### config.mk
export PLATFORM = sky130hd
export DESIGN_NAME = io_tile
export DESIGN_NICKNAME = d
export VERILOG_FILES = /design/src/tile_pkg.sv /design/src/cmd_router.sv /design/src/cfg_regs.sv /design/src/clint_slice.sv /design/src/io_tile.sv
export SDC_FILE = /design/constraint.sdc
export NUM_CORES = 1
export LEC_CHECK = 0
export ABC_AREA = 1
export BUFFER_PORTS_ARGS = -buffer_cell sky130_fd_sc_hd__buf_2
export CAP_MARGIN = 20
export CELL_PAD_IN_SITES_DETAIL_PLACEMENT = 0
export CELL_PAD_IN_SITES_GLOBAL_PLACEMENT = 2
export CORE_UTILIZATION = 33
export CTS_BUF_LIST = sky130_fd_sc_hd__clkbuf_2
export DETAILED_ROUTE_END_ITERATION = 8
export PLACE_DENSITY = 0.81
export SYNTH_ARGS = -nofsm -noshare
export SYNTH_HDL_FRONTEND = slang
export SYNTH_SLANG_ARGS = --single-unit
### constraint.sdc
create_clock -name clk_i -period 3 [get_ports clk_i]
set_input_delay 0.15 -clock clk_i [delete_from_list [all_inputs] [get_ports clk_i]]
set_output_delay 0.15 -clock clk_i [all_outputs]
set_load 0.1 [all_outputs]
### src/tile_pkg.sv
/*
  Shared definitions for the memory side of the tile. This holds the
  address map, the data and field widths, and the router state encoding.
  Modules take it with a wildcard import in the body and use scoped
  names in their port lists.
*/
package tile_pkg;

  localparam int ADDR_W = 32;
  localparam int DATA_W = 32;

  typedef logic [ADDR_W-1:0] addr_t;
  typedef logic [DATA_W-1:0] data_t;

  // Local device field, address bits 23:20
  typedef logic [3:0] dev_id_t;
  // Register offset, address bits 7:0
  typedef logic [7:0] reg_off_t;
  typedef logic [7:0] tile_id_t;

  // Everything at or above this is DRAM
  localparam addr_t DRAM_BASE = 32'h8000_0000;

  localparam dev_id_t CACHE_DEV = 4'd0;
  localparam dev_id_t CLINT_DEV = 4'd1;
  localparam dev_id_t CFG_DEV   = 4'd2;

  // Config block offsets
  localparam reg_off_t CFG_SCRATCH_OFF = 8'h00;
  localparam reg_off_t CFG_FREEZE_OFF  = 8'h04;
  localparam reg_off_t CFG_ID_OFF      = 8'h08;

  // CLINT offsets
  localparam reg_off_t CLINT_MTIME_OFF    = 8'h00;
  localparam reg_off_t CLINT_MTIMECMP_OFF = 8'h04;
  localparam reg_off_t CLINT_MSIP_OFF     = 8'h08;

  typedef enum logic [2:0]
  {
    IDLE,
    EXEC,
    MEM_CMD,
    MEM_WAIT,
    RESP
  } route_state_e;

endpackage

### src/cmd_router.sv
`timescale 1ns/1ps
/*
  Command router. Accepts one host command at a time, decodes its address
  and sends it to the config block, the CLINT, the loopback target or the
  external memory port. The reply is held in a response register until
  the host takes it.
*/
module cmd_router
  (
  input  logic               clk_i,
  input  logic               rst_n_i,
  input  logic               cmd_valid_i,
  input  logic               cmd_write_i,
  input  tile_pkg::addr_t    cmd_addr_i,
  input  tile_pkg::data_t    cmd_data_i,
  output logic               cmd_ready_o,
  output logic               resp_valid_o,
  output tile_pkg::data_t    resp_data_o,
  input  logic               resp_ready_i,
  output logic               cfg_sel_o,
  output logic               clint_sel_o,
  output logic               dev_write_o,
  output tile_pkg::reg_off_t dev_off_o,
  output tile_pkg::data_t    dev_wdata_o,
  input  tile_pkg::data_t    cfg_rdata_i,
  input  tile_pkg::data_t    clint_rdata_i,
  output logic               mem_cmd_valid_o,
  output logic               mem_cmd_write_o,
  output tile_pkg::addr_t    mem_cmd_addr_o,
  output tile_pkg::data_t    mem_cmd_data_o,
  input  logic               mem_cmd_ready_i,
  input  logic               mem_resp_valid_i,
  input  tile_pkg::data_t    mem_resp_data_i,
  output logic               mem_resp_ready_o
  );
  import tile_pkg::*;

  route_state_e state_q, state_d;
  logic         cmd_fire;
  dev_id_t      in_dev;
  logic         in_local, in_mem, in_cfg, in_clint;
  logic         is_cfg_q, is_clint_q;
  logic         cmd_write_q;
  addr_t        cmd_addr_q;
  data_t        cmd_data_q;
  data_t        exec_rdata;
  data_t        resp_data_q;

  assign cmd_ready_o = (state_q == IDLE);
  assign cmd_fire    = cmd_valid_i && cmd_ready_o;

  // Address decode on the incoming command
  assign in_dev   = cmd_addr_i[23:20];
  assign in_local = (cmd_addr_i < DRAM_BASE);
  assign in_mem   = !in_local || (in_dev == CACHE_DEV);
  assign in_cfg   = in_local && (in_dev == CFG_DEV);
  assign in_clint = in_local && (in_dev == CLINT_DEV);

  always_comb
  begin
    state_d = state_q;
    case (state_q)
      IDLE:
        if (cmd_fire)
          state_d = in_mem ? MEM_CMD : EXEC;
      EXEC:
        state_d = RESP;
      MEM_CMD:
        if (mem_cmd_ready_i)
          state_d = MEM_WAIT;
      MEM_WAIT:
        if (mem_resp_valid_i)
          state_d = RESP;
      RESP:
        if (resp_ready_i)
          state_d = IDLE;
      default:
        state_d = IDLE;
    endcase
  end

  always_ff @(posedge clk_i)
  begin
    if (!rst_n_i)
    begin
      state_q    <= IDLE;
      is_cfg_q   <= 1'b0;
      is_clint_q <= 1'b0;
    end
    else
    begin
      state_q <= state_d;
      if (cmd_fire)
      begin
        is_cfg_q   <= in_cfg;
        is_clint_q <= in_clint;
      end
    end
  end

  // Held command payload
  always_ff @(posedge clk_i)
  begin
    if (cmd_fire)
    begin
      cmd_write_q <= cmd_write_i;
      cmd_addr_q  <= cmd_addr_i;
      cmd_data_q  <= cmd_data_i;
    end
  end

  // Loopback and all writes answer zero
  always_comb
  begin
    if (cmd_write_q)
      exec_rdata = '0;
    else if (is_cfg_q)
      exec_rdata = cfg_rdata_i;
    else if (is_clint_q)
      exec_rdata = clint_rdata_i;
    else
      exec_rdata = '0;
  end

  always_ff @(posedge clk_i)
  begin
    if (state_q == EXEC)
      resp_data_q <= exec_rdata;
    else if ((state_q == MEM_WAIT) && mem_resp_valid_i)
      resp_data_q <= cmd_write_q ? '0 : mem_resp_data_i;
  end

  assign cfg_sel_o   = (state_q == EXEC) && is_cfg_q;
  assign clint_sel_o = (state_q == EXEC) && is_clint_q;
  assign dev_write_o = cmd_write_q;
  assign dev_off_o   = cmd_addr_q[7:0];
  assign dev_wdata_o = cmd_data_q;

  assign mem_cmd_valid_o  = (state_q == MEM_CMD);
  assign mem_cmd_write_o  = cmd_write_q;
  assign mem_cmd_addr_o   = cmd_addr_q;
  assign mem_cmd_data_o   = cmd_data_q;
  assign mem_resp_ready_o = (state_q == MEM_WAIT);

  assign resp_valid_o = (state_q == RESP);
  assign resp_data_o  = resp_data_q;

  // One device at a time
  assert property (@(posedge clk_i) disable iff (!rst_n_i)
    !(cfg_sel_o && clint_sel_o));

  // Host sees a stable reply while stalling
  assert property (@(posedge clk_i) disable iff (!rst_n_i)
    resp_valid_o && !resp_ready_i |=> resp_valid_o && $stable(resp_data_o));

endmodule

### src/cfg_regs.sv
`timescale 1ns/1ps
/*
  Configuration register block. Holds a scratch word and the freeze bit
  that stops the machine timer, and reads back the tile id.
*/
module cfg_regs
  #(
  parameter bit RESET_FREEZE = 1'b1
  )
  (
  input  logic               clk_i,
  input  logic               rst_n_i,
  input  logic               sel_i,
  input  logic               write_i,
  input  tile_pkg::reg_off_t off_i,
  input  tile_pkg::data_t    wdata_i,
  input  tile_pkg::tile_id_t tile_id_i,
  output tile_pkg::data_t    rdata_o,
  output logic               freeze_o
  );
  import tile_pkg::*;

  data_t scratch_q;
  logic  freeze_q;
  logic  wr_en;

  assign wr_en = sel_i && write_i;

  always_ff @(posedge clk_i)
  begin
    if (!rst_n_i)
    begin
      scratch_q <= '0;
      freeze_q  <= RESET_FREEZE;
    end
    else if (wr_en)
    begin
      // Id offset is read only
      if (off_i == CFG_SCRATCH_OFF)
        scratch_q <= wdata_i;
      if (off_i == CFG_FREEZE_OFF)
        freeze_q <= wdata_i[0];
    end
  end

  always_comb
  begin
    case (off_i)
      CFG_SCRATCH_OFF: rdata_o = scratch_q;
      CFG_FREEZE_OFF:  rdata_o = data_t'(freeze_q);
      CFG_ID_OFF:      rdata_o = data_t'(tile_id_i);
      default:         rdata_o = '0;
    endcase
  end

  assign freeze_o = freeze_q;

endmodule

### src/clint_slice.sv
`timescale 1ns/1ps
/*
  Core-local interrupt slice. Holds the machine timer, its compare value
  and the software interrupt bit, and drives the timer and software
  interrupt lines. The timer stops counting while freeze is set.
*/
module clint_slice
  (
  input  logic               clk_i,
  input  logic               rst_n_i,
  input  logic               sel_i,
  input  logic               write_i,
  input  tile_pkg::reg_off_t off_i,
  input  tile_pkg::data_t    wdata_i,
  input  logic               freeze_i,
  output tile_pkg::data_t    rdata_o,
  output logic               timer_irq_o,
  output logic               software_irq_o
  );
  import tile_pkg::*;

  data_t mtime_q;
  data_t mtimecmp_q;
  logic  msip_q;
  logic  timer_irq_q;
  logic  wr_en;
  logic  mtime_wr;
  logic  mtime_inc;

  assign wr_en     = sel_i && write_i;
  assign mtime_wr  = wr_en && (off_i == CLINT_MTIME_OFF);
  // Software write wins over the tick
  assign mtime_inc = !freeze_i && !mtime_wr;

  always_ff @(posedge clk_i)
  begin
    if (!rst_n_i)
      mtime_q <= '0;
    else if (mtime_wr)
      mtime_q <= wdata_i;
    else if (mtime_inc)
      mtime_q <= mtime_q + 1'b1;
  end

  always_ff @(posedge clk_i)
  begin
    if (!rst_n_i)
    begin
      mtimecmp_q  <= '1;
      msip_q      <= 1'b0;
      timer_irq_q <= 1'b0;
    end
    else
    begin
      if (wr_en && (off_i == CLINT_MTIMECMP_OFF))
        mtimecmp_q <= wdata_i;
      if (wr_en && (off_i == CLINT_MSIP_OFF))
        msip_q <= wdata_i[0];
      timer_irq_q <= (mtime_q >= mtimecmp_q);
    end
  end

  always_comb
  begin
    case (off_i)
      CLINT_MTIME_OFF:    rdata_o = mtime_q;
      CLINT_MTIMECMP_OFF: rdata_o = mtimecmp_q;
      CLINT_MSIP_OFF:     rdata_o = data_t'(msip_q);
      default:            rdata_o = '0;
    endcase
  end

  assign timer_irq_o    = timer_irq_q;
  assign software_irq_o = msip_q;

  // A written mtime lands exactly, no tick on top
  assert property (@(posedge clk_i) disable iff (!rst_n_i)
    mtime_wr |=> (mtime_q == $past(wdata_i)));

endmodule

### src/io_tile.sv
`timescale 1ns/1ps
/*
  Top of the tile's memory side. Takes host commands, routes them to the
  local devices or the external memory port, and returns one response
  per command. The incoming reset is registered once here and fanned out.
*/
module io_tile
  #(
  parameter bit RESET_FREEZE = 1'b1
  )
  (
  input  logic               clk_i,
  input  logic               rst_n_i,
  input  tile_pkg::tile_id_t tile_id_i,
  input  logic               cmd_valid_i,
  input  logic               cmd_write_i,
  input  tile_pkg::addr_t    cmd_addr_i,
  input  tile_pkg::data_t    cmd_data_i,
  output logic               cmd_ready_o,
  output logic               resp_valid_o,
  output tile_pkg::data_t    resp_data_o,
  input  logic               resp_ready_i,
  output logic               mem_cmd_valid_o,
  output logic               mem_cmd_write_o,
  output tile_pkg::addr_t    mem_cmd_addr_o,
  output tile_pkg::data_t    mem_cmd_data_o,
  input  logic               mem_cmd_ready_i,
  input  logic               mem_resp_valid_i,
  input  tile_pkg::data_t    mem_resp_data_i,
  output logic               mem_resp_ready_o,
  output logic               timer_irq_o,
  output logic               software_irq_o
  );
  import tile_pkg::*;

  logic     rst_n_r;
  logic     cfg_sel, clint_sel;
  logic     dev_write;
  reg_off_t dev_off;
  data_t    dev_wdata;
  data_t    cfg_rdata, clint_rdata;
  logic     freeze;

  always_ff @(posedge clk_i)
  begin
    rst_n_r <= rst_n_i;
  end

  cmd_router u_router
  (
    .clk_i            (clk_i),
    .rst_n_i          (rst_n_r),
    .cmd_valid_i      (cmd_valid_i),
    .cmd_write_i      (cmd_write_i),
    .cmd_addr_i       (cmd_addr_i),
    .cmd_data_i       (cmd_data_i),
    .cmd_ready_o      (cmd_ready_o),
    .resp_valid_o     (resp_valid_o),
    .resp_data_o      (resp_data_o),
    .resp_ready_i     (resp_ready_i),
    .cfg_sel_o        (cfg_sel),
    .clint_sel_o      (clint_sel),
    .dev_write_o      (dev_write),
    .dev_off_o        (dev_off),
    .dev_wdata_o      (dev_wdata),
    .cfg_rdata_i      (cfg_rdata),
    .clint_rdata_i    (clint_rdata),
    .mem_cmd_valid_o  (mem_cmd_valid_o),
    .mem_cmd_write_o  (mem_cmd_write_o),
    .mem_cmd_addr_o   (mem_cmd_addr_o),
    .mem_cmd_data_o   (mem_cmd_data_o),
    .mem_cmd_ready_i  (mem_cmd_ready_i),
    .mem_resp_valid_i (mem_resp_valid_i),
    .mem_resp_data_i  (mem_resp_data_i),
    .mem_resp_ready_o (mem_resp_ready_o)
  );

  cfg_regs #(
    .RESET_FREEZE (RESET_FREEZE)
  ) u_cfg
  (
    .clk_i     (clk_i),
    .rst_n_i   (rst_n_r),
    .sel_i     (cfg_sel),
    .write_i   (dev_write),
    .off_i     (dev_off),
    .wdata_i   (dev_wdata),
    .tile_id_i (tile_id_i),
    .rdata_o   (cfg_rdata),
    .freeze_o  (freeze)
  );

  clint_slice u_clint
  (
    .clk_i          (clk_i),
    .rst_n_i        (rst_n_r),
    .sel_i          (clint_sel),
    .write_i        (dev_write),
    .off_i          (dev_off),
    .wdata_i        (dev_wdata),
    .freeze_i       (freeze),
    .rdata_o        (clint_rdata),
    .timer_irq_o    (timer_irq_o),
    .software_irq_o (software_irq_o)
  );

endmodule

Yosys cells after proc, flatten, opt, wreduce, memory -nomap -nowiden --
Cells that the tools add are included.
Storage, ports and cells: bits in registers 202, bits of input ports 111, output and inout port bits 103
Cells by class: add/sub/neg operators 1, magnitude comparators 2, eq/ne operators 12, multiplexer cells 16, reductions and logical operators 24
Operators with widths (count):
- $mux W32 | 8
- $pmux W32 S3 | 2
- $add A32 B1 Y32 const B | 1
- $ge A32 B32 Y1 | 1
- $lt A32 B32 Y1 const B | 1
- $pmux W3 S5 | 1
- $logic_and A1 B1 Y1 | 12
- $mux W3 | 4
- $eq A8 B3 Y1 const B | 1
- $eq A8 B4 Y1 const B | 1
- $logic_not A8 Y1 | 1
- $eq A3 B2 Y1 const B | 2
- $eq A4 B1 Y1 const B | 1
- $eq A4 B2 Y1 const B | 1
- $logic_not A4 Y1 | 1
- $ne A2 B1 Y1 const B | 2
- $ne A2 B2 Y1 const B | 2
- $reduce_and A2 Y1 | 2
- $reduce_and A4 Y1 | 1
- $reduce_bool A2 Y1 | 2
- $eq A3 B1 Y1 const B | 1
- $eq A3 B3 Y1 const B | 1
- $logic_not A1 Y1 | 3
- $logic_not A3 Y1 | 1
- 2 further kinds | 2

Depth between registers and ports, before layout --
depth in word-level cells 8, mapped depth 15

Modules after synthesis --
Synthesis repeated with hierarchy kept, for this count alone.
Second synthesis, totals: cells, all modules 1339, area, all modules 10800.4 sq um
By module, submodules not included:
- clint_slice | instances 1, cells each 682, area an instance 4614.4 sq um
- cmd_router | instances 1, cells each 346, area an instance 4257.8 sq um
- cfg_regs | instances 1, cells each 310, area an instance 1908.1 sq um
- io_tile | instances 1, cells each 1, area an instance 20.0 sq um

Worst setup path after synthesis --
Ideal clock, no wire load.
kind register -> register, start point register u_router.state_q[1], end point register u_router.resp_data_q[0] (netlist: u_router.resp_data_o[0]), enable pin, setup time 0.400 ns, data arrival time 3.394 ns, data required time 2.600 ns, path slack -0.794 ns, cell stages (with the launch flop) 7, buffers on the path 0, cells stage by stage dfxtp_1 nor3_1 nand2_1 o21ai_0 nor2_1 nand2_1 inv_1
On the way: word-level cells in the longest chain between the ends 3
Ends and longest elaborated chain:
- start, declared | RTL line cmd_router.sv:38 | route_state_e state_q, state_d;
- start signal, assigned | RTL line cmd_router.sv:92 | state_q <= state_d;
- $eq A3 B2 Y1 | RTL line cmd_router.sv:129 | else if ((state_q == MEM_WAIT) && mem_resp_valid_i)
- $logic_and A1 B1 Y1 | RTL line cmd_router.sv:129
- $reduce_bool A2 Y1 (no source line) *
- end signal, assigned | RTL line cmd_router.sv:128 | resp_data_q <= exec_rdata;
- end signal, assigned | RTL line cmd_router.sv:130 | resp_data_q <= cmd_write_q ? '0 : mem_resp_data_i;
- end, declared | RTL line cmd_router.sv:47 | data_t resp_data_q;
Mark *: on every way between the ends. The rest lies on a longest branch, timed or not. A chain may end at the register's enable or synchronous reset.

Worst setup path in the final report --
start point register u_router.cmd_addr_q[1] (netlist: u_router.mem_cmd_addr_o[1]), end point register u_router.resp_data_q[4] (netlist: u_router.resp_data_o[4]), data pin
On the way: word-level cells in the longest chain between the ends 6
Ends and longest elaborated chain:
- start, declared | RTL line cmd_router.sv:44 | addr_t cmd_addr_q;
- start signal, assigned | RTL line cmd_router.sv:107 | cmd_addr_q <= cmd_addr_i;
- $eq A8 B4 Y1 (tied with other cells) | RTL line cfg_regs.sv:48, clint_slice.sv:65
- $pmux W32 S3 | RTL line clint_slice.sv:65 | case (off_i)
- $mux W32 | RTL line cmd_router.sv:119 | else if (is_clint_q)
- $mux W32 * | RTL line cmd_router.sv:117 | else if (is_cfg_q)
- $mux W32 * | RTL line cmd_router.sv:115 | if (cmd_write_q)
- $mux W32 * | RTL line cmd_router.sv:127 | if (state_q == EXEC)
Marked as above.

==> summary.md <==
| Metric | Value |
|---|---|
| Drt pass-1 iters | 5 |
| Count leader, synth | nand2_1 |
| Die H | 176 µm |
| Vias in the first global route | 9374 |
| RSZ-0062 raised after global routing | no |
| Min-delay worst type | in -> reg |
| Measured slew at the worst slew-check pin | 767 ps |
| PortBufs | 213 |
| Commonest cells post-synth | 270 x nand2_1, 122 x inv_1, 105 x dfxtp_1, 105 x o21ai_0, 97 x edfxtp_1 |
| Post-synthesis sequential area ratio | between 50% and 60% |
| Via Count | ~9700 |
| Fraction of layout cells with a size suffix above 1 | roughly 23% |
| CORE AREA | 29600 µm² |
| Final ANT Viol Nets | 0 |
| Status | completed |
| Clk buf depth | 3 |
| Synthesis-to-finish area growth | 37.7% |
| Highest Signal Layer | met4 |
| CTS clk-pin slew, worst paths | roughly 130 ps |
| DRC | 0 |
| CTS tree | yes |
| P_leak | 0.00599 µW |
| Synth warn | 0 |
| Die width | around 180 µm |
| Setup TNS | 0 ps |
| Yosys top cell area share | between 20% and 30% |
| GR Util All Layers | around 23% |
| Syn Inst Count | about 1200 |
| Clock Latency Late Sink | 890 ps |
| Register bit total from synthesis | slightly above 200 |
| Ports | 214 |
| First-pass GRT wire length | between 50000 and 60000 µm |
| NetSw | around 3200 µW |
| Gate power share | 29.5% |
| Int Power | between 4000 and 5000 µW |
| Synthesized area | 9940 µm² |
| Met1 Wirelength | between 15000 and 20000 µm |
| Slew Limit Headroom | between 40% and 50% |
| WP data required | 3700 ps |
| Critical path peak fanout | 35 |
| Total Wirelength | ~35000 µm |
| Met2 wire length | 14800 µm |
| Switching Fraction | 42.3% |
| Final net count | around 1700 |
| Post-synthesis async set-or-reset flop share | 0% |
| Ys flop type | dfxtp_1 |
| Maximum VDD drop | approximately 0.42 mV |
| Largest cells by area after synthesis | edfxtp_1 29%, dfxtp_1 21%, nand2_1 10% |
| Final GP Congestion | 0.853 |
| Syn Area/Cell | 8.41 µm² |
| Crit share post-route | 91.0% |
| Initial antenna violation count | 1 |
| Tmin final | approximately 2700 ps |
| Site Rows | 63 |
| Register share of total power | 43.2% |
| Clk Tree Root Cell | clkbuf_2 |
| Clk pwr share | 27.4% |
| Post-Syn Nets | 1326 |
| Total power | 7680 µW |
| Clk sink count | 202 |
| Fin. Hold Viols | 0 |
| Grt total ovfl | 0 |
| Number of synthesized flops with an enable pin | 97 |
| Routed len/inst | 17.2 µm |
| Highest achievable clock rate | 366 MHz |
| Final setup fails | 0 |
| Number of max-cap violations | 0 |
| Worst Path Class, Setup | reg -> reg |
| Starting DRT DRC Count | around 760 |
| PD cells | 561 nW/µm² |
| Largest net degree at the start of global routing | 61 |
| H-tree depth | 2 |
| Area leader, netlist | edfxtp_1 |
| Vias/cell | 4.78 |
| DIE AREA | 30800 µm² |
| Met3 Wirelength | 1980 µm |
| Final number of max-transition violations | 0 |
| CTS Buf Count | 57 |
| # fillers | 3020 |
| Initial Util | between 30% and 40% |
| Fin area | around 14000 µm² |
| Type of element capturing the critical path | flop |
| Crit start category | flop |
| Clk_skew | 96.0 ps |
| Dpl hpwl | 23800 µm |
| DP Area | 11400 µm² |
| Synth unique cells | 40 |
| Worst endpoint data arrival time | approximately 3400 ps |
## state kept, by name, summed over array words and instances (netlist names)
name and flops:
rst_n_r 1, u_router.dev_write_o 1, u_router.mem_cmd_addr_o 32, u_clint.mtime_q 32, u_router.state_q 3, u_cfg.freeze_o 1
u_router.is_clint_q 1, u_router.resp_data_o 32, u_clint.mtimecmp_q 32, u_clint.timer_irq_o 1, u_router.dev_wdata_o 32, u_cfg.scratch_q 32
u_clint.software_irq_o 1, u_router.is_cfg_q 1
## layer usage
layer	vias to the layer above	track usage, %
met5	-	0
met4	0	5.43
met3	54	3.20
met2	323	34.5
met1	4495	34.1
li1	4873	-
## power by group through the flow
stage	logic, µW	registers, µW	clock network [µW]
2_1_floorplan	440	4530	0
3_3_place_gp	2060	3380	0
3_5_place_dp	2060	3380	0
4_1_cts	2260	3320	2170
5_1_grt	2360	3340	2350
6_report	2260	3310	2100
## metrics by stage
stage                     instances  setup slack [ps]  hold slack (ps)  utilization, %
after floorplan                1182               154              178               -
after global placement         1753               868              255            38.4
after detailed placement       1753               789              255            38.4
after CTS                      2036               361             6.20            46.2
after global routing           2037               159             35.2            46.2
final                          2037               269             88.7            46.2
## area by class of cell
class	count	area [µm²]	share of cell area, %
Antenna cell	1	2.50	0.0183
Clock buffer	94	470	3.44
Clock inverter	13	60.1	0.439
Inverter	133	503	3.67
Multi-Input combinational cell	795	4160	30.4
Sequential cell	202	5020	36.6
Tap cell	390	488	3.56
Timing Repair Buffer	409	2990	21.8
## cell usage in the layout, fill, tap and decap left out, types with 2 or more instances in the layout
master	instances
a21oi_1	60
buf_2	213
o22ai_1	7
edfxtp_1	97
a22oi_1	3
xor2_1	8
nand3_1	64
xnor2_1	5
buf_4	19
nand3b_1	5
a31oi_1	29
clkinv_1	10
o21ai_0	105
clkinv_2	2
o21a_1	3
inv_1	121
nand2_4	4
inv_2	10
clkinvlp_4	2
o21ai_1	15
dfxtp_1	104
nand2_2	5
nor2_2	8
dlygate4sd3_1	176
nand3_2	3
nand4_1	11
o31ai_1	2
clkbuf_2	94
nor2_4	10
nand2_1	270
o211ai_1	35
nor3_2	2
nor2_1	95
nor3_1	8
ha_1	33
## repair_timing
action | CTS | global route
hold buffers | 176 | 0
hold endpoints to repair | 103 | 0
gates resized for setup | 0 | 0
buffers inserted | 0 | 0
## logic make-up after synthesis
group	after synthesis	synth area share (%)
AND/OR/NAND/NOR	489	21.9
AO/OA/AOI/OAI	260	14.7
flip-flops	202	50.4
buffers and inverters	185	7.75
adder cells (fa/ha/maj)	33	4.15
XOR/XNOR	13	1.15
## worst paths after layout
| check | slack (ps) | startpoint | depth (start not counted) | to |
|---|---|---|---|---|
| worst min register to register | 490 | u_cfg.scratch_q[8] | 2 | u_cfg.scratch_q[8] |
| worst min-delay path | 90 | cmd_addr_i[21] | 2 | u_router.mem_cmd_addr_o[21] |
| worst max-delay path | 270 | u_router.mem_cmd_addr_o[1] | 8 | u_router.resp_data_o[4] |
| worst max register to register | 270 | u_router.mem_cmd_addr_o[1] | 8 | u_router.resp_data_o[4] |
## critical path, cell delays in order (launching register included)
cell and delay [ps]:
edfxtp_1 420, nor2_2 190, nand2_1 100, nor2_2 120, nand2_2 420, o22ai_1 460
nand2_1 100, a21oi_1 160, dlygate4sd3_1 560
Note: power is estimated with default switching activity, not from simulation.
